===== config.mk =====
export PLATFORM = sky130hd
export DESIGN_NAME = frame_scanner
export DESIGN_NICKNAME = d
export VERILOG_FILES = /design/src/verilog/pbuf_pkg.sv /design/src/verilog/frame_scanner.sv
export SDC_FILE = /design/constraint.sdc
export NUM_CORES = 1
export LEC_CHECK = 0
export CAP_MARGIN = 20
export CORE_AREA = 2 2 92 94
export DETAILED_ROUTE_END_ITERATION = 7
export DIE_AREA = 0 0 94 96
export DONT_BUFFER_PORTS = 1
export HOLD_SLACK_MARGIN = 0.02
export MAX_ROUTING_LAYER = met4
export PLACE_DENSITY = 0.64
export SLEW_MARGIN = 20
export SYNTH_ARGS = -nofsm -noshare
export SYNTH_HDL_FRONTEND = slang
export SYNTH_SLANG_ARGS = --single-unit

===== constraint.sdc =====
create_clock -name clk -period 6.1 [get_ports clk]
set_clock_uncertainty 0.2 [all_clocks]
set_input_delay 0.61 -clock clk [delete_from_list [all_inputs] [get_ports clk]]
set_output_delay 0.61 -clock clk [all_outputs]
set_load 0.005 [all_outputs]

===== src/verilog/pbuf_pkg.sv =====
// Shared constants for the receive packet path.
// Address widths, badge layout and badge-word enum, frame limits,
// status bit positions and CRC-32 constants.
package pbuf_pkg;

	// Packet buffer holds 2048 words of 9 bits
	localparam int paw = 11;
	// Rx MAC memory, top address bit selects the bank
	localparam int mac_aw = 12;
	// Frame length counter width, saturates at 2047
	localparam int len_w = 11;

	// Badge occupies five words in front of the frame data
	localparam int badge_words = 5;
	// First data byte inside a MAC bank, after length and status bytes
	localparam int mac_data_offset = 4;

	// Writer badge counter, bw_pass means data flows straight through
	typedef enum logic [2:0] {
		bw_dummy    = 3'd0,
		bw_len_hi   = 3'd1,
		bw_len_lo   = 3'd2,
		bw_status   = 3'd3,
		bw_reserved = 3'd4,
		bw_pass     = 3'd5
	} badge_word_e;

	// Frame size limits in bytes, FCS included
	localparam int min_frame = 64;
	localparam int max_frame = 1522;

	// Bit positions in the status byte, all other bits stay zero
	localparam int st_crc_ok = 0;
	localparam int st_runt   = 1;
	localparam int st_giant  = 2;

	// Reflected CRC-32 as used by Ethernet
	localparam logic [31:0] crc_poly    = 32'hEDB88320;
	localparam logic [31:0] crc_init    = 32'hFFFFFFFF;
	// Register value after a frame with a correct FCS has been shifted in
	localparam logic [31:0] crc_residue = 32'hDEBB20E3;

endpackage

===== src/verilog/frame_scanner.sv =====
// Frame scanner for the receive byte stream.
// Delays the stream by one cycle, counts the frame length, runs CRC-32
// and checks the size limits, then pulses the end strobe with the status.
`timescale 1ns/1ps

module frame_scanner (
	input  logic                       clk,
	input  logic                       arst_n,
	input  logic [7:0]                 rx_byte,
	input  logic                       rx_valid,
	output logic [7:0]                 data_in,
	output logic                       data_s,
	output logic                       data_f,
	output logic [pbuf_pkg::len_w-1:0] pack_len,
	output logic [7:0]                 status_vec,
	output logic                       status_valid
);
	import pbuf_pkg::*;

	logic             data_s_d;
	logic             first_byte;
	logic             frame_end;
	logic [31:0]      crc;
	logic [len_w-1:0] len_cnt;
	logic [7:0]       status_next;

	// One byte of the reflected CRC-32, LSB first as on the wire
	function automatic logic [31:0] crc_byte(input logic [31:0] c, input logic [7:0] b);
		logic [31:0] r;
		r = c ^ {24'd0, b};
		for (int i = 0; i < 8; i++) begin
			r = r[0] ? ((r >> 1) ^ crc_poly) : (r >> 1);
		end
		return r;
	endfunction

	// data_s still holds the previous rx_valid, so this marks byte zero
	assign first_byte = rx_valid & ~data_s;
	// Falling edge of the delayed valid, one cycle before data_f
	assign frame_end = data_s_d & ~data_s;

	// The CRC covers the FCS too, so a good frame leaves the fixed residue
	always_comb begin
		status_next = '0;
		status_next[st_crc_ok] = (crc == crc_residue);
		status_next[st_runt]   = (len_cnt < min_frame);
		status_next[st_giant]  = (len_cnt > max_frame);
	end

	// Byte delay line towards the writer
	always_ff @(posedge clk) begin
		data_in <= rx_byte;
	end

	always_ff @(posedge clk or negedge arst_n) begin
		if (!arst_n) begin
			data_s     <= 1'b0;
			data_s_d   <= 1'b0;
			data_f     <= 1'b0;
			crc        <= crc_init;
			len_cnt    <= '0;
			status_vec <= '0;
		end else begin
			data_s   <= rx_valid;
			data_s_d <= data_s;
			// Pulse lands in the cycle after data_s has gone low
			data_f   <= frame_end;
			if (rx_valid) begin
				if (first_byte) begin
					len_cnt <= len_w'(1);
					crc     <= crc_byte(crc_init, rx_byte);
				end else begin
					// Length sticks at all ones for oversized frames
					if (len_cnt != '1)
						len_cnt <= len_cnt + 1'b1;
					crc <= crc_byte(crc, rx_byte);
				end
			end
			// Status is captured together with the end pulse
			if (frame_end)
				status_vec <= status_next;
		end
	end

	// Length holds after the frame until the next first byte
	assign pack_len     = len_cnt;
	assign status_valid = data_f;

endmodule


After elaboration in Yosys (flattened, before gate mapping)
Index checks and enable logic that the tools add are counted.
{"block": "classes", "add_sub_neg": 1, "n_reduce_logical": 2, "bitwise": 21, "magnitude_cmp": 2, "mux": 19, "n_eq_ne": 2}
{"cell": "2-to-1 mux 32 bit", "n": 17}
{"cell": "inverter 13 -> 14 bit", "n": 16}
{"cell": "== test 32 bit (second input constant)", "n": 1}
{"cell": "inverter 8 -> 32 bit", "n": 1}
{"cell": "XOR 32 x 8 -> 32 bit", "n": 1}
{"cell": "2-to-1 mux 11 bit", "n": 2}
{"cell": "adder 11 x 1 -> 11 bit (second input constant)", "n": 1}
{"cell": "> comparator 11 bit (second input constant)", "n": 1}
{"cell": "< comparator 11 x 7 -> 1 bit (second input constant)", "n": 1}
{"cell": "inequality test 11 bit (second input constant)", "n": 1}
{"cell": "AND 1 bit", "n": 2}
{"cell": "AND reduction 2 bit", "n": 1}
{"cell": "nonzero test 2 bit", "n": 1}
{"cell": "inverter 1 bit", "n": 1}
{"block": "totals", "inputBits": 11, "elab_cells": 54, "regBits": 57, "output_inout_bits": 30}

Longest topological paths before layout
{"block": "depth", "word_depth": 18, "depth_mapped": 7, "ltp_nobuf": 6}

Worst setup path after synthesis
Ideal clock, no wire load.
{"block": "synth_path", "path_kind": "in2reg", "start": "in rx_byte[2]", "end": "reg crc[26]", "path_slack_ns": 3.524, "arrival_ns": 2.297, "setup_ns": 0.079, "required_time_ns": 5.821, "cell_stages": 6, "n_path_buf": 1, "path_cell_list": "buf_4 > xnor2_2 > xnor2_4 > xnor3_1 > or4b_1 > o211a_1"}
{"block": "synth_via", "elab_chain_len": 14, "word_cells_on_any_way": 27, "cone_classes": "17 x mux; 10 x bitwise"}
{"element": "start: declaration", "line": "frame_scanner.sv:9", "text": "input logic [7:0] rx_byte,"}
{"element": "XOR 32 x 8 -> 32 bit / inverter 8 -> 32 bit (equally long branches)"}
{"element": "2-to-1 mux 32 bit (3 in a row)", "line": "frame_scanner.sv:32", "text": "r = r[0] ? ((r >> 1) ^ crc_poly) : (r >> 1);"}
{"element": "inverter 13 -> 14 bit (no source line)"}
{"element": "2-to-1 mux 32 bit", "line": "frame_scanner.sv:32"}
{"element": "inverter 13 -> 14 bit (no source line)"}
{"element": "2-to-1 mux 32 bit (2 in a row)", "line": "frame_scanner.sv:32"}
{"element": "inverter 13 -> 14 bit (no source line)"}
{"element": "2-to-1 mux 32 bit", "line": "frame_scanner.sv:32"}
{"element": "inverter 13 -> 14 bit (no source line)"}
{"element": "2-to-1 mux 32 bit", "line": "frame_scanner.sv:32"}
{"element": "2-to-1 mux 32 bit (*)", "line": "frame_scanner.sv:69", "text": "if (first_byte) begin"}
{"element": "end signal: assignment", "line": "frame_scanner.sv:60", "text": "crc <= crc_init;"}
{"element": "end signal: assignment", "line": "frame_scanner.sv:71", "text": "crc <= crc_byte(crc_init, rx_byte);"}
{"element": "end signal: assignment", "line": "frame_scanner.sv:76", "text": "crc <= crc_byte(crc, rx_byte);"}
{"element": "end: declaration", "line": "frame_scanner.sv:23", "text": "logic [31:0] crc;"}
Mark *: on every way between the ends. The rest lies on a longest branch, timed or not.
A chain may end at the register's enable or synchronous reset.

Final worst setup path
{"block": "layout_path", "start": "reg crc[0]", "end": "reg crc[26]"}
{"block": "layout_via", "elab_chain_len": 11}
{"element": "XOR 32 x 8 -> 32 bit (*)", "line": "frame_scanner.sv:30", "text": "r = c ^ {24'd0, b};"}
{"element": "2-to-1 mux 32 bit (*) (7 in a row)", "line": "frame_scanner.sv:32"}
{"element": "inverter 13 -> 14 bit (no source line)"}
{"element": "2-to-1 mux 32 bit (*)", "line": "frame_scanner.sv:32"}
{"element": "2-to-1 mux 32 bit (*)", "line": "frame_scanner.sv:69"}
Marks and branches as above.

==> results.json <==
{
  "core_area_sq_um": 8050,
  "synth_edf_count": 0,
  "io_buffers": 0,
  "gr-usage-met2_pct": 34.8,
  "drtAntennaViolNets": 0,
  "cpPeakStageDelay_ns": 0.62,
  "maxCapViolations": 0,
  "area.sequential_sq_um": 1430,
  "grt_pass1_wl_microns": 15600,
  "ys_seq_elements": 57,
  "yosysTopAreaCellShare_pct": 21.3,
  "critPathKind": "reg2reg",
  "grt.overflow.total": 0,
  "hold_violations": 0,
  "cell_internal_pwr_mw": 1.74,
  "synth_area_sq_um": 3960,
  "wire_per_inst_microns": 19.4,
  "multi_input_area_sq_um": 2340,
  "dr.pass1.iters": 5,
  "drcViolationCount": 0,
  "clk_pin_slew_worst_paths_ns": 0.07,
  "met1_usage_pct": 33.2,
  "cts_tree": "yes",
  "gr-usage-all-layers_pct": 23.7,
  "fmax_mhz": 389,
  "post-dp-hpwl_microns": 6690,
  "synthTopCellsByArea": "dfstp_2, xnor2_1, dfrtp_1, xnor3_1, dfxtp_1",
  "top_usage_layer": "met2",
  "drv_slew": 0,
  "tightestPinTransition_ns": 0.899,
  "cts_buffers": 9,
  "rows": 33,
  "totalPowerFinal_mw": 2.75,
  "drtIter0Drc": 232,
  "relSlewSlack_pct": 39.6,
  "use_met3_pct": 5.40,
  "clk_latency_ns": 0.35,
  "worstHoldStart": "rx_byte[0]",
  "setup_violations": 0,
  "p_clk_share_pct": 16.0,
  "totalWireLength_microns": 9490,
  "fin_crit_sh_pct": 42.1,
  "cp-start-kind": "flip-flop",
  "fin_nets": 391,
  "synthArstFlopShare_pct": 86.0,
  "leakage_nw": 1.72,
  "place_ws_ns": 3.51,
  "num_io_pins": 41,
  "cts_root_buf": "clkbuf_8",
  "power_switching_mw": 1.01,
  "run_status": "completed",
  "grt_max_degree": 60,
  "crit_path_frequent_cell": "xnor2_1",
  "gp_congestion": 0.942,
  "critPathSlowestCell": "dfstp_2",
  "tns_ns": 0,
  "htree_levels": 3,
  "synthToLayoutAreaGrowth_pct": 6.39,
  "peakVddDrop_mv": 0.325,
  "endpoint_kind": "flip-flop",
  "cts_buffer_depth": 2,
  "post-cts-setup-buffers": 0,
  "n_antenna_cell": 0,
  "vias_per_cell": 5.62,
  "sequentialPowerShare_pct": 27.4,
  "fillers": 726,
  "worst_hold_path_type": "in2reg",
  "synthCells": 392,
  "min_period_ns": 2.57,
  "r2r_start": "crc[0]",
  "cp_max_fo": 6,
  "grt_pass1_vias": 2776,
  "crit_start": "crc[0]",
  "combPwrFrac_pct": 56.6,
  "critPathArrivalTime_ns": 2.64,
  "fp.dieW_microns": 94,
  "ys_seq_area_share_pct": 36.1,
  "antenna_found_initial": 0,
  "cp.required_ns": 6.17,
  "p_per_area_nw_per_um2": 654,
  "die_h_microns": 96,
  "clock_sinks": 57,
  "rsz0062_at_grt": "no",
  "worst_slack_ns": 3.53,
  "yosysWarnings": 0,
  "yosys_most_used_dff": "dfstp_2",
  "avgSynthCellArea_sq_um": 10.1,
  "yosysTopAreaCell": "dfstp_2",
  "drive_gt1_share_pct": 16.1,
  "yosys.cell_types.count": 58,
  "die_area_sq_um": 9020,
  "vias": 2747,
  "start_util_pct": 49.1,
  "switching_share_pct": 36.8,
  "crit_chain": "xnor2_1, xnor2_1, xnor3_1, or4b_1, o211a_1"
}
==> metrics by stage <==
stage | hold slack [ns] | instance area, sq um | std cells | utilization [%]
after floorplan | 0.114 | 3970 | 396 | -
after global placement | 0.116 | 3930 | 471 | 48.8
after detailed placement | 0.116 | 3930 | 471 | 48.8
after CTS | 0.0740 | 4210 | 489 | 52.3
after global routing | 0.0691 | 4210 | 489 | 52.3
final | 0.0865 | 4210 | 489 | 52.3
==> what timing repair did <==
action	in CTS	in global routing
resized for setup	0	0
hold buffers	2	0
endpoints found under the hold margin	49	0
==> synthesized netlist by cell type (3+ instances only) <==
cell and n:
inv_1 4, xor2_1 11, xnor2_2 5, xnor3_1 13, dfstp_2 32, dfrtp_1 17
clkbuf_1 11, a31oi_1 7, a21o_1 6, o21ai_0 18, nor4_1 3, buf_4 10
buf_2 5, a211oi_1 4, buf_6 3, a21oi_1 29, nand2_1 29, xnor2_4 3
dfxtp_1 8, nor2_1 41, xnor2_1 72, nand3_1 6, nand4_1 4, xor3_1 3
==> worst max-delay path: cells and delay by family, from the launching register on <==
| kind | cells | cell delay, ns |
|---|---|---|
| DFF | 1 | 0.62 |
| AOI/OAI and AO/OA | 1 | 0.12 |
| xor gates and xnor gates | 3 | 1.07 |
| and+or+nand+nor | 1 | 0.49 |
==> registers in the layout (all words and copies together), names as in the netlist <==
| signal | cells |
|---|---|
| pack_len | 11 |
| data_in | 8 |
| data_s | 1 |
| data_s_d | 1 |
| data_f | 1 |
| status_vec | 3 |
| crc | 32 |
==> worst paths after layout <==
| kind | end | slack (ns) | cells past startpoint |
|---|---|---|---|
| setup / recovery | crc[26] | 3.53 | 5 |
| min in group asynchronous | status_vec[1] | 0.59 | 2 |
| hold reg to reg | crc[12] | 0.30 | 2 |
| max in group asynchronous | crc[9] | 4.83 | 2 |
| hold / removal | data_in[0] | 0.09 | 0 |
| setup reg to reg | crc[26] | 3.53 | 5 |
==> power by group through the flow <==
stage          combinational [mW]  sequential, mW  clock (mW)
6_report                     1.56           0.754       0.442
2_1_floorplan                1.32           0.680           0
3_3_place_gp                 1.52           0.756           0
3_5_place_dp                 1.54           0.755           0
5_1_grt                      1.69           0.773       0.465
4_1_cts                      1.55           0.752       0.447
==> logic make-up (layout without fill, tap and decap cells) <==
logic type,after synthesis,after routing,share of synthesized area [%]
XOR/XNOR,108,108,32.3
buffers and inverters,36,24,5.09
adder cells (fa/ha/maj),1,1,0.316
AO/OA/AOI/OAI,81,81,12.5
multiplexers,4,4,1.08
flip-flops,57,57,36.1
AND/OR/NAND/NOR,104,104,12.5
other,1,5,0.0948
==> area by class of cell <==
class	instances	area share [%]
clock buffers	11	3.36
clock inverters	5	2.44
inverters	5	0.446
multi-input cells	303	55.7
flip-flops and latches	57	33.9
well taps	105	3.12
repair buffers	3	1.07
==> layer usage <==
metal	up-vias	wire length, microns
li1	1303	-
met1	1342	4420
met2	86	4420
met3	16	491
met4	0	149
met5	-	0
==> layout by cell type, fill, tap and decap left out, drive strengths merged, types with 4 or more instances in the layout <==
master	netlist	final
o21ai	18	18
dfstp	32	32
dfxtp	8	8
xor2	11	11
conb	1	5
nand4	4	4
a211oi	4	4
nor2	41	41
a21oi	29	29
clkbuf	11	11
dfrtp	17	17
inv	4	4
a31oi	7	7
nand2	29	29
nand3	6	6
xnor3	14	14
xnor2	80	80
a21o	6	6
Note: power is estimated with default switching activity, not from simulation.
