**src/verilog/pbuf_pkg.sv**
```systemverilog
// Shared constants for the receive packet path.
// Address widths, badge layout and badge-word enum, frame limits,
// status bit positions and CRC-32 constants.
package pbuf_pkg;

	// Packet buffer holds 2048 words of 9 bits
	localparam int paw = 11;
	// Rx MAC memory, top address bit selects the bank
	localparam int mac_aw = 12;
	// Frame length counter width, saturates at 2047
	localparam int len_w = 11;

	// Badge occupies five words in front of the frame data
	localparam int badge_words = 5;
	// First data byte inside a MAC bank, after length and status bytes
	localparam int mac_data_offset = 4;

	// Writer badge counter, bw_pass means data flows straight through
	typedef enum logic [2:0] {
		bw_dummy    = 3'd0,
		bw_len_hi   = 3'd1,
		bw_len_lo   = 3'd2,
		bw_status   = 3'd3,
		bw_reserved = 3'd4,
		bw_pass     = 3'd5
	} badge_word_e;

	// Frame size limits in bytes, FCS included
	localparam int min_frame = 64;
	localparam int max_frame = 1522;

	// Bit positions in the status byte, all other bits stay zero
	localparam int st_crc_ok = 0;
	localparam int st_runt   = 1;
	localparam int st_giant  = 2;

	// Reflected CRC-32 as used by Ethernet
	localparam logic [31:0] crc_poly    = 32'hEDB88320;
	localparam logic [31:0] crc_init    = 32'hFFFFFFFF;
	// Register value after a frame with a correct FCS has been shifted in
	localparam logic [31:0] crc_residue = 32'hDEBB20E3;

endpackage
```
**src/verilog/pbuf_writer.sv**
```systemverilog
// Packet buffer writer.
// Builds the badge-plus-data word stream for the packet buffer, copies
// accepted frames into the double-banked Rx MAC memory under the host
// bank handshake, and exports the write pointer in Gray code.
`timescale 1ns/1ps

module pbuf_writer (
	input  logic                        clk,
	input  logic                        arst_n,
	input  logic [7:0]                  data_in,
	input  logic                        data_s,
	input  logic                        data_f,
	input  logic [pbuf_pkg::len_w-1:0]  pack_len,
	input  logic [7:0]                  status_vec,
	input  logic                        status_valid,
	input  logic                        rx_mac_hbank,
	input  logic                        rx_mac_accept,
	output logic [8:0]                  mem_d,
	output logic [pbuf_pkg::paw-1:0]    mem_a,
	output logic [7:0]                  rx_mac_d,
	output logic [pbuf_pkg::mac_aw-1:0] rx_mac_a,
	output logic                        rx_mac_wen,
	output logic [1:0]                  rx_mac_buf_status,
	output logic [pbuf_pkg::paw-1:0]    gray_state,
	output logic                        badge_stb
);
	import pbuf_pkg::*;

	badge_word_e       badge_cnt;
	logic              not_head;
	logic              data_s_d;
	logic              trig;
	logic [7:0]        status_r;
	logic [paw-1:0]    fp;
	logic [paw-1:0]    fpp;
	logic [paw-1:0]    origin;
	logic [8:0]        pxd;
	logic              hbank_meta;
	logic              hbank_sync;
	logic              mac_bank;
	logic              bank_ready;
	logic [mac_aw-2:0] mac_a0;
	logic              mac_save;
	logic              mac_stopping;
	logic              mac_queue;

	// Counter parks at bw_pass and data then flows straight through
	assign not_head = (badge_cnt == bw_pass);
	// First byte of a frame reaches us
	assign trig = data_s & ~data_s_d;

	always_ff @(posedge clk or negedge arst_n) begin
		if (!arst_n) begin
			status_r <= '0;
		end else if (status_valid) begin
			status_r <= status_vec;
		end
	end

	// Packet buffer stream. Data and idle words go five ahead of the pointer,
	// leaving room for the badge which is filled in once the frame is over
	always_ff @(posedge clk or negedge arst_n) begin
		if (!arst_n) begin
			badge_cnt <= bw_pass;
			data_s_d  <= 1'b0;
			fp        <= '0;
			fpp       <= '0;
			origin    <= '0;
			pxd       <= '0;
			badge_stb <= 1'b0;
		end else begin
			data_s_d <= data_s;
			if (data_f)
				badge_cnt <= bw_dummy;
			else if (!not_head)
				badge_cnt <= badge_word_e'(badge_cnt + 3'd1);
			// Remember where this frame's badge goes
			if (trig)
				origin <= fp;
			// Only the first two badge words carry the 9th bit
			case (badge_cnt)
				bw_dummy:    pxd <= {1'b1, 8'd0};
				bw_len_hi:   pxd <= {1'b1, 1'b1, pack_len[6:0]};
				bw_len_lo:   pxd <= {5'd0, pack_len[len_w-1:7]};
				bw_status:   pxd <= {1'b0, status_r};
				bw_reserved: pxd <= 9'd0;
				default:     pxd <= {1'b0, data_in};
			endcase
			fp <= fp + 1'b1;
			// Rewind to the origin while the badge is being written
			fpp <= not_head ? fp + paw'(badge_words) : origin + paw'(badge_cnt);
			badge_stb <= !not_head && (badge_cnt != bw_dummy);
		end
	end

	assign mem_a = fpp;
	assign mem_d = pxd;

	// Two flops bring the host bank toggle into our clock domain
	always_ff @(posedge clk or negedge arst_n) begin
		if (!arst_n) begin
			hbank_meta <= 1'b0;
			hbank_sync <= 1'b0;
		end else begin
			hbank_meta <= rx_mac_hbank;
			hbank_sync <= hbank_meta;
		end
	end

	// The host holds the bank it names, so we may only write the other one
	assign bank_ready = (mac_bank != hbank_sync);

	// MAC copy. Data starts at offset 4, badge bytes 2 to 5 then land at 0 to 3
	always_ff @(posedge clk or negedge arst_n) begin
		if (!arst_n) begin
			mac_a0       <= '0;
			mac_bank     <= 1'b0;
			mac_save     <= 1'b0;
			mac_stopping <= 1'b0;
			mac_queue    <= 1'b0;
		end else begin
			if (trig && bank_ready)
				mac_save <= 1'b1;
			if (trig)
				mac_a0 <= (mac_aw-1)'(mac_data_offset);
			else if (badge_cnt == bw_len_hi)
				mac_a0 <= '0;
			else
				mac_a0 <= mac_a0 + 1'b1;
			// Reserved word is on its way, stop after it has been written
			mac_stopping <= (badge_cnt == bw_reserved);
			if (mac_stopping)
				mac_save <= 1'b0;
			// Frame is committed to the host once accept is seen here
			if (badge_cnt == bw_len_hi && mac_save && rx_mac_accept)
				mac_queue <= 1'b1;
			if (mac_stopping && mac_queue) begin
				mac_bank  <= ~mac_bank;
				mac_queue <= 1'b0;
			end
		end
	end

	assign rx_mac_d          = pxd[7:0];
	assign rx_mac_a          = {mac_bank, mac_a0};
	assign rx_mac_wen        = mac_save;
	assign rx_mac_buf_status = {hbank_sync, mac_bank};

	// Gray code lets a reader in another domain sample the pointer safely
	always_ff @(posedge clk or negedge arst_n) begin
		if (!arst_n)
			gray_state <= '0;
		else
			gray_state <= fp ^ (fp >> 1);
	end

endmodule

```
**config.mk**
```make
export PLATFORM = sky130hd
export DESIGN_NAME = pbuf_writer
export DESIGN_NICKNAME = d
export VERILOG_FILES = /design/src/verilog/pbuf_pkg.sv /design/src/verilog/pbuf_writer.sv
export SDC_FILE = /design/constraint.sdc
export NUM_CORES = 1
export LEC_CHECK = 0
export ABC_AREA = 1
export CAP_MARGIN = 5
export CORE_AREA = 10 10 117 119
export CTS_CLUSTER_SIZE = 10
export DETAILED_ROUTE_END_ITERATION = 16
export DIE_AREA = 0 0 127 129
export DONT_BUFFER_PORTS = 1
export HOLD_SLACK_MARGIN = 0.1
export PLACE_DENSITY_LB_ADDON = 0.1
export SLEW_MARGIN = 20
export SYNTH_ARGS = -nofsm -noshare
export SYNTH_HDL_FRONTEND = slang
export SYNTH_SLANG_ARGS = --single-unit
```
**constraint.sdc**
```tcl
create_clock -name clk -period 3.9 [get_ports clk]
set_input_delay 0.78 -clock clk [delete_from_list [all_inputs] [get_ports clk]]
set_output_delay 0.78 -clock clk [all_outputs]
set_load 0.03 [all_outputs]
```
* After elaboration in Yosys (flattened, before gate mapping)
Index checks and enable logic that the tools add are counted.
** Operators by class
- Muxes and demuxes :: 10
- Shifts and indexed selects :: 0
- Bitwise gates (word level) :: 4
- Add/subtract/negate cells :: 5
- Multipliers :: 0
- Equality and inequality tests :: 7
- $lt $le $gt $ge :: 0
- Div/mod/pow operators :: 0
- Reduce and logical (&&, ||, !) cells :: 10
** Operators by type and width (number)
- $pmux 9 s5 :: 1
- $mux 11 :: 3
- $add 11x1->11 const B :: 2
- $add 11x3->11 :: 1
- $add 11x3->11 const B :: 1
- $xor 11x10->11 :: 1
- $eq 3x2->1 const B :: 2
- $eq 3x3->1 const B :: 2
- $mux 3 :: 2
- $logic_and 1x1->1 :: 5
- $mux 1 :: 4
- $reduce_bool 2->1 :: 2
- $add 3x1->3 const B :: 1
- $eq 3x1->1 const B :: 1
- $logic_not 3->1 :: 1
- $reduce_bool 3->1 :: 1
- $ne 2x2->1 const B :: 1
- $not 1->1 :: 2
- $and 1x1->1 :: 1
- $logic_not 1->1 :: 1
- $ne 1x1->1 :: 1
** Word-level totals
- Input bits :: 34
- Memories :: 0
- ROM bits :: 0
- Bits in writable memories :: 0
- Latch bits :: 0
- Output and inout bits :: 55
- Register bits :: 83

* Logic depth before layout (Yosys ltp)
Gate-level depths: netlist (run 1).
- Word-level depth :: 5
- Depth in mapped cells :: 10
- Gate-level depth less buffers :: 10

* Least setup slack after synthesis (run 1)
No wires, ideal clock.
- Path type :: register -> register
- Start point :: register badge_cnt[0]
- End point :: register fpp[10], in the netlist mem_a[10]
- Slack :: 2.164 ns
- Required time :: 3.783 ns
- Cell stages (with the launch flop) :: 10
- Arrival time :: 1.619 ns
- Clock period less this slack :: 1.736 ns
- Cell sequence :: dfstp_2 -> ha_1 -> inv_1 -> fa_1 -> inv_1 -> nand2_1 -> nand2_1 -> nand4_1 -> nand3_1 -> nand2_1
** On the way
- Cells in the longest elaborated chain, start to end :: 2
- Elaborated cells on any way between the ends :: 3
** Ends and longest elaborated chain
- start, declared :: RTL line pbuf_writer.sv:29 : badge_word_e badge_cnt;
- start signal, assigned :: RTL line pbuf_writer.sv:64 : badge_cnt <= bw_pass;
- start signal, assigned :: RTL line pbuf_writer.sv:74 : badge_cnt <= bw_dummy;
- start signal, assigned :: RTL line pbuf_writer.sv:76 : badge_cnt <= badge_word_e'(badge_cnt + 3'd1);
- $add 11x3->11 / $eq 3x3->1 (equally long branches) :: RTL line pbuf_writer.sv:91, pbuf_writer.sv:48
- $mux 11 (*) :: RTL line pbuf_writer.sv:91 : fpp <= not_head ? fp + paw'(badge_words) : origin + paw'(badge_cnt);
- end signal, assigned :: RTL line pbuf_writer.sv:91
- end, declared :: RTL line pbuf_writer.sv:35 : logic [paw-1:0] fpp;
Every way passes the cells marked *; elsewhere a longest branch is shown, timed or not.
A chain may end at the register's enable or synchronous reset.

* Worst setup path in the final report (run 1)
- Start point :: register badge_cnt[0]
- End point :: register fpp[6], in the netlist mem_a[6]
The elaborated chain is that of the path after synthesis.

==> results of run 1 <==
## where the power goes
part / total [mW] / internal, mW / switching, mW
registers: 1.22 / 0.939 / 0.277
logic: 0.232 / 0.0846 / 0.148
clock network: 0.895 / 0.560 / 0.334
## final cells by class
class	count	share of cell area [%]
Tap cell	143	4.162
Sequential cell	82	47.79
Clock inverter	5	1.834
Multi-Input combinational cell	288	36.12
Inverter	53	4.686
Clock buffer	11	5.413
## final timing paths
kind	cells after the start	start	to	slack, ns
max	9	badge_cnt[0]	mem_a[6]	1.98
min	0	arst_n	status_r[4]	0.14
max reg2reg	9	badge_cnt[0]	mem_a[6]	1.98
min reg2reg	0	hbank_meta	hbank_sync	0.35
max in group asynchronous	0	arst_n	badge_cnt[0]	3.53
min in group clk	0	hbank_meta	hbank_sync	0.35
## stage by stage
step	hold WS, ns	setup slack [ns]
after floorplan	0.3312	2.164
after global placement	0.3344	1.895
after detailed placement	0.3347	1.840
after CTS	0.1245	1.950
after global routing	0.1249	1.822
final	0.1403	1.976
## synth_stat cells (all sizes together), types with 4 or more instances
cell      n  area, um^2
dfrtp    80        2002
ha       20       250.2
a21oi    15       78.83
buf      16       118.9
o211ai    4       30.03
nor2     37       165.2
o21ai    34       173.9
nand3    39       200.2
xor2     10       87.58
nand2   113       441.7
inv      53       201.4
## registers in the layout, indices dropped and copies added (netlist names), 3 cells and up
signal	count
gray_state	11
mem_d	9
origin	11
status_r	8
mem_a	11
mac_a0	11
fp	10
badge_cnt	3
## layout by cell type (no fill, tap or decap), drive strengths merged, types with 3 or more instances in the layout
master  count
a21oi      15
clkbuf     11
clkinv      3
dfrtp      80
ha         20
inv        53
nand2     113
nand3      39
nand4       3
nor2       37
nor3        3
o211ai      4
o21ai      34
xor2       10
## logic make-up (layout without fill, tap and decap cells)
kind of cell / count (synthesis) / after routing / share of synthesized area (%)
xor gates and xnor gates: 12 / 12 / 2.673
and+or+nand+nor: 197 / 197 / 21.77
adders and majority gates: 21 / 21 / 6.875
DFF: 82 / 82 / 52.26
AOI/OAI and AO/OA: 57 / 57 / 7.894
muxes: 1 / 1 / 0.2864
buffers and inverters: 70 / 69 / 8.243
## critical path: stages, from the launching register on
cell and delay [ns]:
sky130_fd_sc_hd__dfstp_2 0.57, sky130_fd_sc_hd__ha_1 0.20, sky130_fd_sc_hd__inv_1 0.06, sky130_fd_sc_hd__fa_1 0.35, sky130_fd_sc_hd__inv_1 0.07, sky130_fd_sc_hd__nand2_1 0.06
sky130_fd_sc_hd__nand2_1 0.22, sky130_fd_sc_hd__nand3_1 0.11, sky130_fd_sc_hd__nand3_1 0.10, sky130_fd_sc_hd__o21ai_1 0.07
## per-layer routing
layer	up-vias	wire [um]	track usage (%)	share of wire [%]
met5	-	0	0	0
met3	8	534	3.491	5.9
met4	0	118	4.220	1.3
li1	1389	-	-	-
met2	71	3915	16.49	43
met1	1230	4525	15.35	50
==> run_results.csv, run 1 <==
group,metric,value,unit
yosys,yosysWarningCount,0,
yosys,distinct_cells_synth,35,
critical_path,critical_path.endpoint_type,"register",
yosys,syn_inst,440,
global_routing,grt_pass1_vias,2719,
drt,num_vias,2698,
sta,setup-violations-final,0,
final_layout,flow.area_growth_from_synthesis,9.357,%
yosys,synth_ff_type,"sky130_fd_sc_hd__dfrtp_1",
floorplanning,starting_density_of_the_core,34.73,%
global_routing,globalRoute.totalOverflow,0,
final_layout,area.sequential,2054,um^2
drt,drt-initial-drc-count,143,
place,portBuffers,0,
sta,period_share,49.34,%
final_layout,final_layout_size_suffix_gt1_share,7.517,%
clocking,tritoncts,"yes",
yosys,async_reset_ff_share,100.0,%
drt,drt_pre_antenna_iters,4,
place,placedCellCount,566,
yosys,synth_seq_cells,82,
outcome,status,"completed",
global_routing,antenna_violations_before_repair,0,
global_routing,grt_start_max_net_pins,83,
sta,maxClockFrequency,519.7,MHz
clocking,cts_setup_buffers,0,
drt,remaining_drcs,0,
clocking,cts_max_path_buffers,2,
place,detailedPlacementHpwl,6593,um
pwr,vdd.ir_drop.worst,302.1,uV
clocking,cts_repair_resize_count,0,
clocking,clock_latency,0.33,ns
final_layout,design_area,4299,um^2
pwr,cellLeakagePower,2.101,nW
place,routabilityCongestion,0.7945,
clocking,cts_made_buffers,9,
floorplanning,floorplan.die.height,129,um
floorplanning,die_area,16380,um^2
yosys,synth_area,3931,um^2
drt,detail_route.vias_per_cell,4.636,
sta,timing.final.hold_violations,0,
final_layout,final_net_count,489,
critical_path,worst_setup_path_start_kind,"register",
global_routing,grt_first_pass_wirelength,14770,um
hold_path,hold_class,"in2async",
job,maxCapViolations,0,
sta,layout_min_cycle_time,1.924,ns
critical_path,crit_type,"reg2reg",
final_layout,multiInputGateArea,1553,um^2
final_layout,num-fill-cells,1152,
pwr,design_power_total,2.343,mW
global_routing,global_route.usage.total,11.31,%
floorplanning,core_region_area,11320,um^2
yosys,postSynthNetCount,495,
yosys,synth_sequential_area_ratio,52.26,%
critical_path,critical_path_peak_fanout,8,
yosys,number_of_enable_flip_flop_cells_after_synthesis,0,
clocking,cts.sink_count,82,
final_layout,layout.core_utilization,37.98,%
clocking,cts-htree-levels,3,
floorplanning,die-width,127,um
clocking,cts_root_buf,"sky130_fd_sc_hd__clkbuf_16",
sta,tightest_slew,0.6771,ns
sta,skew,0.008721,ns
critical_path,required,4.12,ns
drt,ant_nets,0,
sta,relative_slew_margins,54.81,%
sta,tns,0,ns
floorplanning,rows,39,
sta,final-max-slew-violation-count,0,
drt,wl_per_cell,15.62,um
sta,rsz_0062_raised_after_global_routing,"no",
place,placed_cell_area,3988,um^2
clocking,ctsHoldBuffers,0,
yosys,mean_area_per_synthesized_cell,8.935,um^2
drt,wl,9093,um
pwr,cellPowerDensity,545.0,nW/um^2
floorplanning,io-pin-count,89,
critical_path,worst-endpoint-arrival,2.14,ns
final_layout,final_cells,582,
final_layout,diodes,0,
clocking,clk_pin_slew,0.06,ns
Power figures use the tool's default switching activity.
==> run 2, diff against run 1 <==
- ABC_AREA: 1 -> 0
- CORE_AREA: 10 10 117 119 -> 10 10 115 117
- DIE_AREA: 0 0 127 129 -> 0 0 125 127
- clock period: 3.9 -> 1.8 ns (I/O delays scaled with it)
==> run 2 against run 1 <==
The flow now finishes with violations (hold timing). Combinational power grew to 2.8 times the previous value. Total power is 120% higher. Register-to-register slack worse by 2.0 ns. Worst setup slack worse by 2.0 ns. Design area is 0.67% higher. Utilization is 0.92 points higher. Synthesized cell count is 28% lower. Maximum frequency is 7.3% higher. Cell count is 17% lower. Non-clock buffer count is 29 higher. Largest power group unchanged. Highest routed layer unchanged.
==> run_results.csv, run 2 <==
group,metric,value,unit
drt,wl_per_cell,17.32,um
critical_path,crit_start,"badge_cnt[0]",
pwr,vdd.ir_drop.worst,473.7,uV
sta,timing.final.hold_violations,82,
drt,remaining_drcs,0,
drt,detail_route.vias_per_cell,4.865,
yosys,cell_type_contributing_the_most_total_cell_area_after_synthesis,"sky130_fd_sc_hd__dfrtp_1",
final_layout,final_layout_size_suffix_gt1_share,21.30,%
pwr,cellLeakagePower,1.973,nW
global_routing,grt_pass1_vias,2407,
outcome,status,"finished with violations",
yosys,number_of_enable_flip_flop_cells_after_synthesis,0,
clocking,cts_made_buffers,9,
global_routing,grt_first_pass_wirelength,13340,um
place,dp_slack,-0.03768,ns
critical_path,critical_path_buf_inv_count,1,
sta,relative_slew_margins,58.42,%
yosys,postSynthNetCount,370,
floorplanning,starting_density_of_the_core,33.39,%
floorplanning,die_area,15880,um^2
clocking,cts.sink_count,82,
outcome,failed_checks,"hold timing",
floorplanning,io-pin-count,89,
critical_path,worst_setup_path_start_kind,"register",
clocking,cts_root_buf,"sky130_fd_sc_hd__clkbuf_16",
yosys,synth_ff_type,"sky130_fd_sc_hd__dfrtp_1",
sta,rsz_0062_raised_after_global_routing,"yes",
final_layout,layout_common_cells,"sky130_fd_sc_hd__dfrtp_1 (80), sky130_fd_sc_hd__nor2_1 (26), sky130_fd_sc_hd__buf_4 (24), sky130_fd_sc_hd__xnor2_1 (22), sky130_fd_sc_hd__a21oi_1 (20)",
final_layout,layout.core_utilization,38.90,%
floorplanning,core_region_area,11130,um^2
sta,setup-violations-final,0,
final_layout,num-fill-cells,1092,
global_routing,antenna_violations_before_repair,0,
yosys,distinct_cells_synth,39,
sta,layout_min_cycle_time,1.792,ns
global_routing,global_route.usage.total,10.52,%
drt,ant_nets,0,
clocking,tritoncts,"yes",
sta,maxClockFrequency,557.9,MHz
critical_path,worst-endpoint-arrival,2.05,ns
critical_path,cp_top_family,"flip-flops",
place,placedCellCount,462,
yosys,synth_sequential_area_ratio,55.30,%
critical_path,critical_path_peak_fanout,4,
critical_path,critical_path_cell_count,7,
final_layout,flow.area_growth_from_synthesis,16.50,%
clocking,ctsHoldBuffers,3,
floorplanning,die-width,125,um
global_routing,globalRoute.totalOverflow,0,
job,maxCapViolations,0,
sta,final-max-slew-violation-count,0,
yosys,synth_commonest_cells,"sky130_fd_sc_hd__dfrtp_1 (80), sky130_fd_sc_hd__nor2_1 (26), sky130_fd_sc_hd__xnor2_1 (22)",
drt,num_vias,2340,
final_layout,diodes,0,
final_layout,final_cells,481,
sta,period_share,99.58,%
critical_path,critical_path.endpoint_type,"register",
critical_path,number_of_cells_on_the_worst_reg_to_reg_path,7,
clocking,cts-htree-levels,3,
yosys,async_reset_ff_share,100.0,%
hold_path,hold_class,"in2async",
yosys,yosysWarningCount,0,
sta,tightest_slew,0.6237,ns
critical_path,crit_path_cell_trace,"ha_4, inv_2, fa_2, and2b_2, o2111ai_2, xor2_1, mux2i_1",
critical_path,worst_r2r_endpoint,"mem_a[10]",
drt,drt_pre_antenna_iters,4,
sta,setup_slack,0.007570,ns
final_layout,commonest_non_fill_non_tap_cell_in_the_layout,"sky130_fd_sc_hd__dfrtp_1",
critical_path,crit_type,"reg2reg",
global_routing,grt_start_max_net_pins,83,
clocking,clock_latency,0.34,ns
critical_path,cp-endpoint,"mem_a[10]",
floorplanning,rows,39,
yosys,post-synth-top-count-cell,"sky130_fd_sc_hd__dfrtp_1",
yosys,synth.top_cells.by_area,"sky130_fd_sc_hd__dfrtp_1 (54%), sky130_fd_sc_hd__ha_1 (6.7%), sky130_fd_sc_hd__xnor2_1 (5.2%), sky130_fd_sc_hd__mux2_2 (5.2%), sky130_fd_sc_hd__xor2_1 (3.3%)",
sta,hold_ws,-0.2851,ns
floorplanning,floorplan.die.height,127,um
place,routabilityCongestion,0.7418,
clocking,clk_pin_slew,0.06,ns
critical_path,worst-r2r-setup-slack,0.008,ns
yosys,synthDominantCellAreaShare,53.89,%
yosys,mean_area_per_synthesized_cell,11.79,um^2
pwr,cellPowerDensity,1170,nW/um^2
critical_path,cp_slowest_cell,"sky130_fd_sc_hd__dfstp_2",
critical_path,required,2.06,ns
place,detailedPlacementHpwl,5966,um
pwr,design_power_total,5.063,mW
critical_path,critical-path-max-stage-delay,0.55,ns
place,portBuffers,0,
drt,drt-initial-drc-count,170,
yosys,synth_seq_cells,82,
critical_path,reg_to_reg_start,"badge_cnt[0]",
drt,wl,8332,um
clocking,cts_setup_buffers,0,
final_layout,final_net_count,388,
yosys,synth_area,3715,um^2
yosys,syn_inst,315,
sta,skew,0.007334,ns
clocking,cts_max_path_buffers,2,
## run 2: cell count changes after synthesis, moves of 6 or more
| cell | delta |
|---|---|
| sky130_fd_sc_hd__a21oi_1 | +6 |
| sky130_fd_sc_hd__inv_1 | -36 |
| sky130_fd_sc_hd__mux2_2 | +16 |
| sky130_fd_sc_hd__mux2i_1 | +6 |
| sky130_fd_sc_hd__nand2_1 | -91 |
| sky130_fd_sc_hd__nand3_1 | -29 |
| sky130_fd_sc_hd__nor2_1 | -6 |
| sky130_fd_sc_hd__o21ai_0 | -19 |
| sky130_fd_sc_hd__o21ai_1 | -6 |
| sky130_fd_sc_hd__xnor2_1 | +20 |
## run 2: final cells by class
type / count / area, um^2 / share of cell area [%]
Sequential cell: 82 / 2054 / 47.47
Inverter: 12 / 45.04 / 1.041
Tap cell: 143 / 178.9 / 4.134
Clock buffer: 14 / 274.0 / 6.331
Multi-Input combinational cell: 199 / 1515 / 35.01
Timing Repair Buffer: 29 / 250.2 / 5.782
Clock inverter: 2 / 10.01 / 0.2313
## run 2: layer usage
layer	track usage [%]	vias up	wire length, um
li1	-	1108	-
met1	12.81	1132	3746
met2	15.95	87	3769
met3	3.722	13	633
met4	5.827	0	183
met5	0	-	0
## run 2: worst min-delay path by stage
stage	slack [ns]	start	to	cells after the start
final	-0.29	arst_n	mem_d[5]	0
after global routing	-0.30	arst_n	mem_d[3]	0
after CTS	-0.30	arst_n	mem_d[5]	0
after detailed placement	0.07	arst_n	mem_d[5]	0
after global placement	0.07	arst_n	status_r[6]	0
after floorplan	0.06	arst_n	badge_cnt[1]	0
## run 2: timing repair
action | in CTS | in global routing
gates cloned | 0 | 0
endpoints found under the setup margin | 7 | 14
hold endpoints to repair | 87 | 82
pin swaps | 0 | 2
resized for setup | 7 | 2
## run 2: stage by stage
step           cell area (um^2)  setup TNS, ns
4_1_cts                    4320              0
3_5_place_dp               3978        -0.1219
5_1_grt                    4328        -0.6608
6_report                   4328              0
2_1_floorplan              3717              0
3_3_place_gp               3978       -0.08062
## run 2: logic make-up (layout without fill, tap and decap cells)
group	after synthesis	after routing	synth area share (%)
multiplexers	23	23	6.770
adder cells (fa/ha/maj)	21	21	7.275
AND/OR/NAND/NOR	75	75	9.633
buffers and inverters	34	57	4.951
AO/OA/AOI/OAI	44	44	7.579
flip-flops	82	82	55.30
XOR/XNOR	36	36	8.488
## run 2: report_power, final
| part | internal [mW] | switching [mW] |
|---|---|---|
| Clock | 1.04 | 0.722 |
| Combinational | 0.306 | 0.353 |
| Sequential | 2.05 | 0.584 |
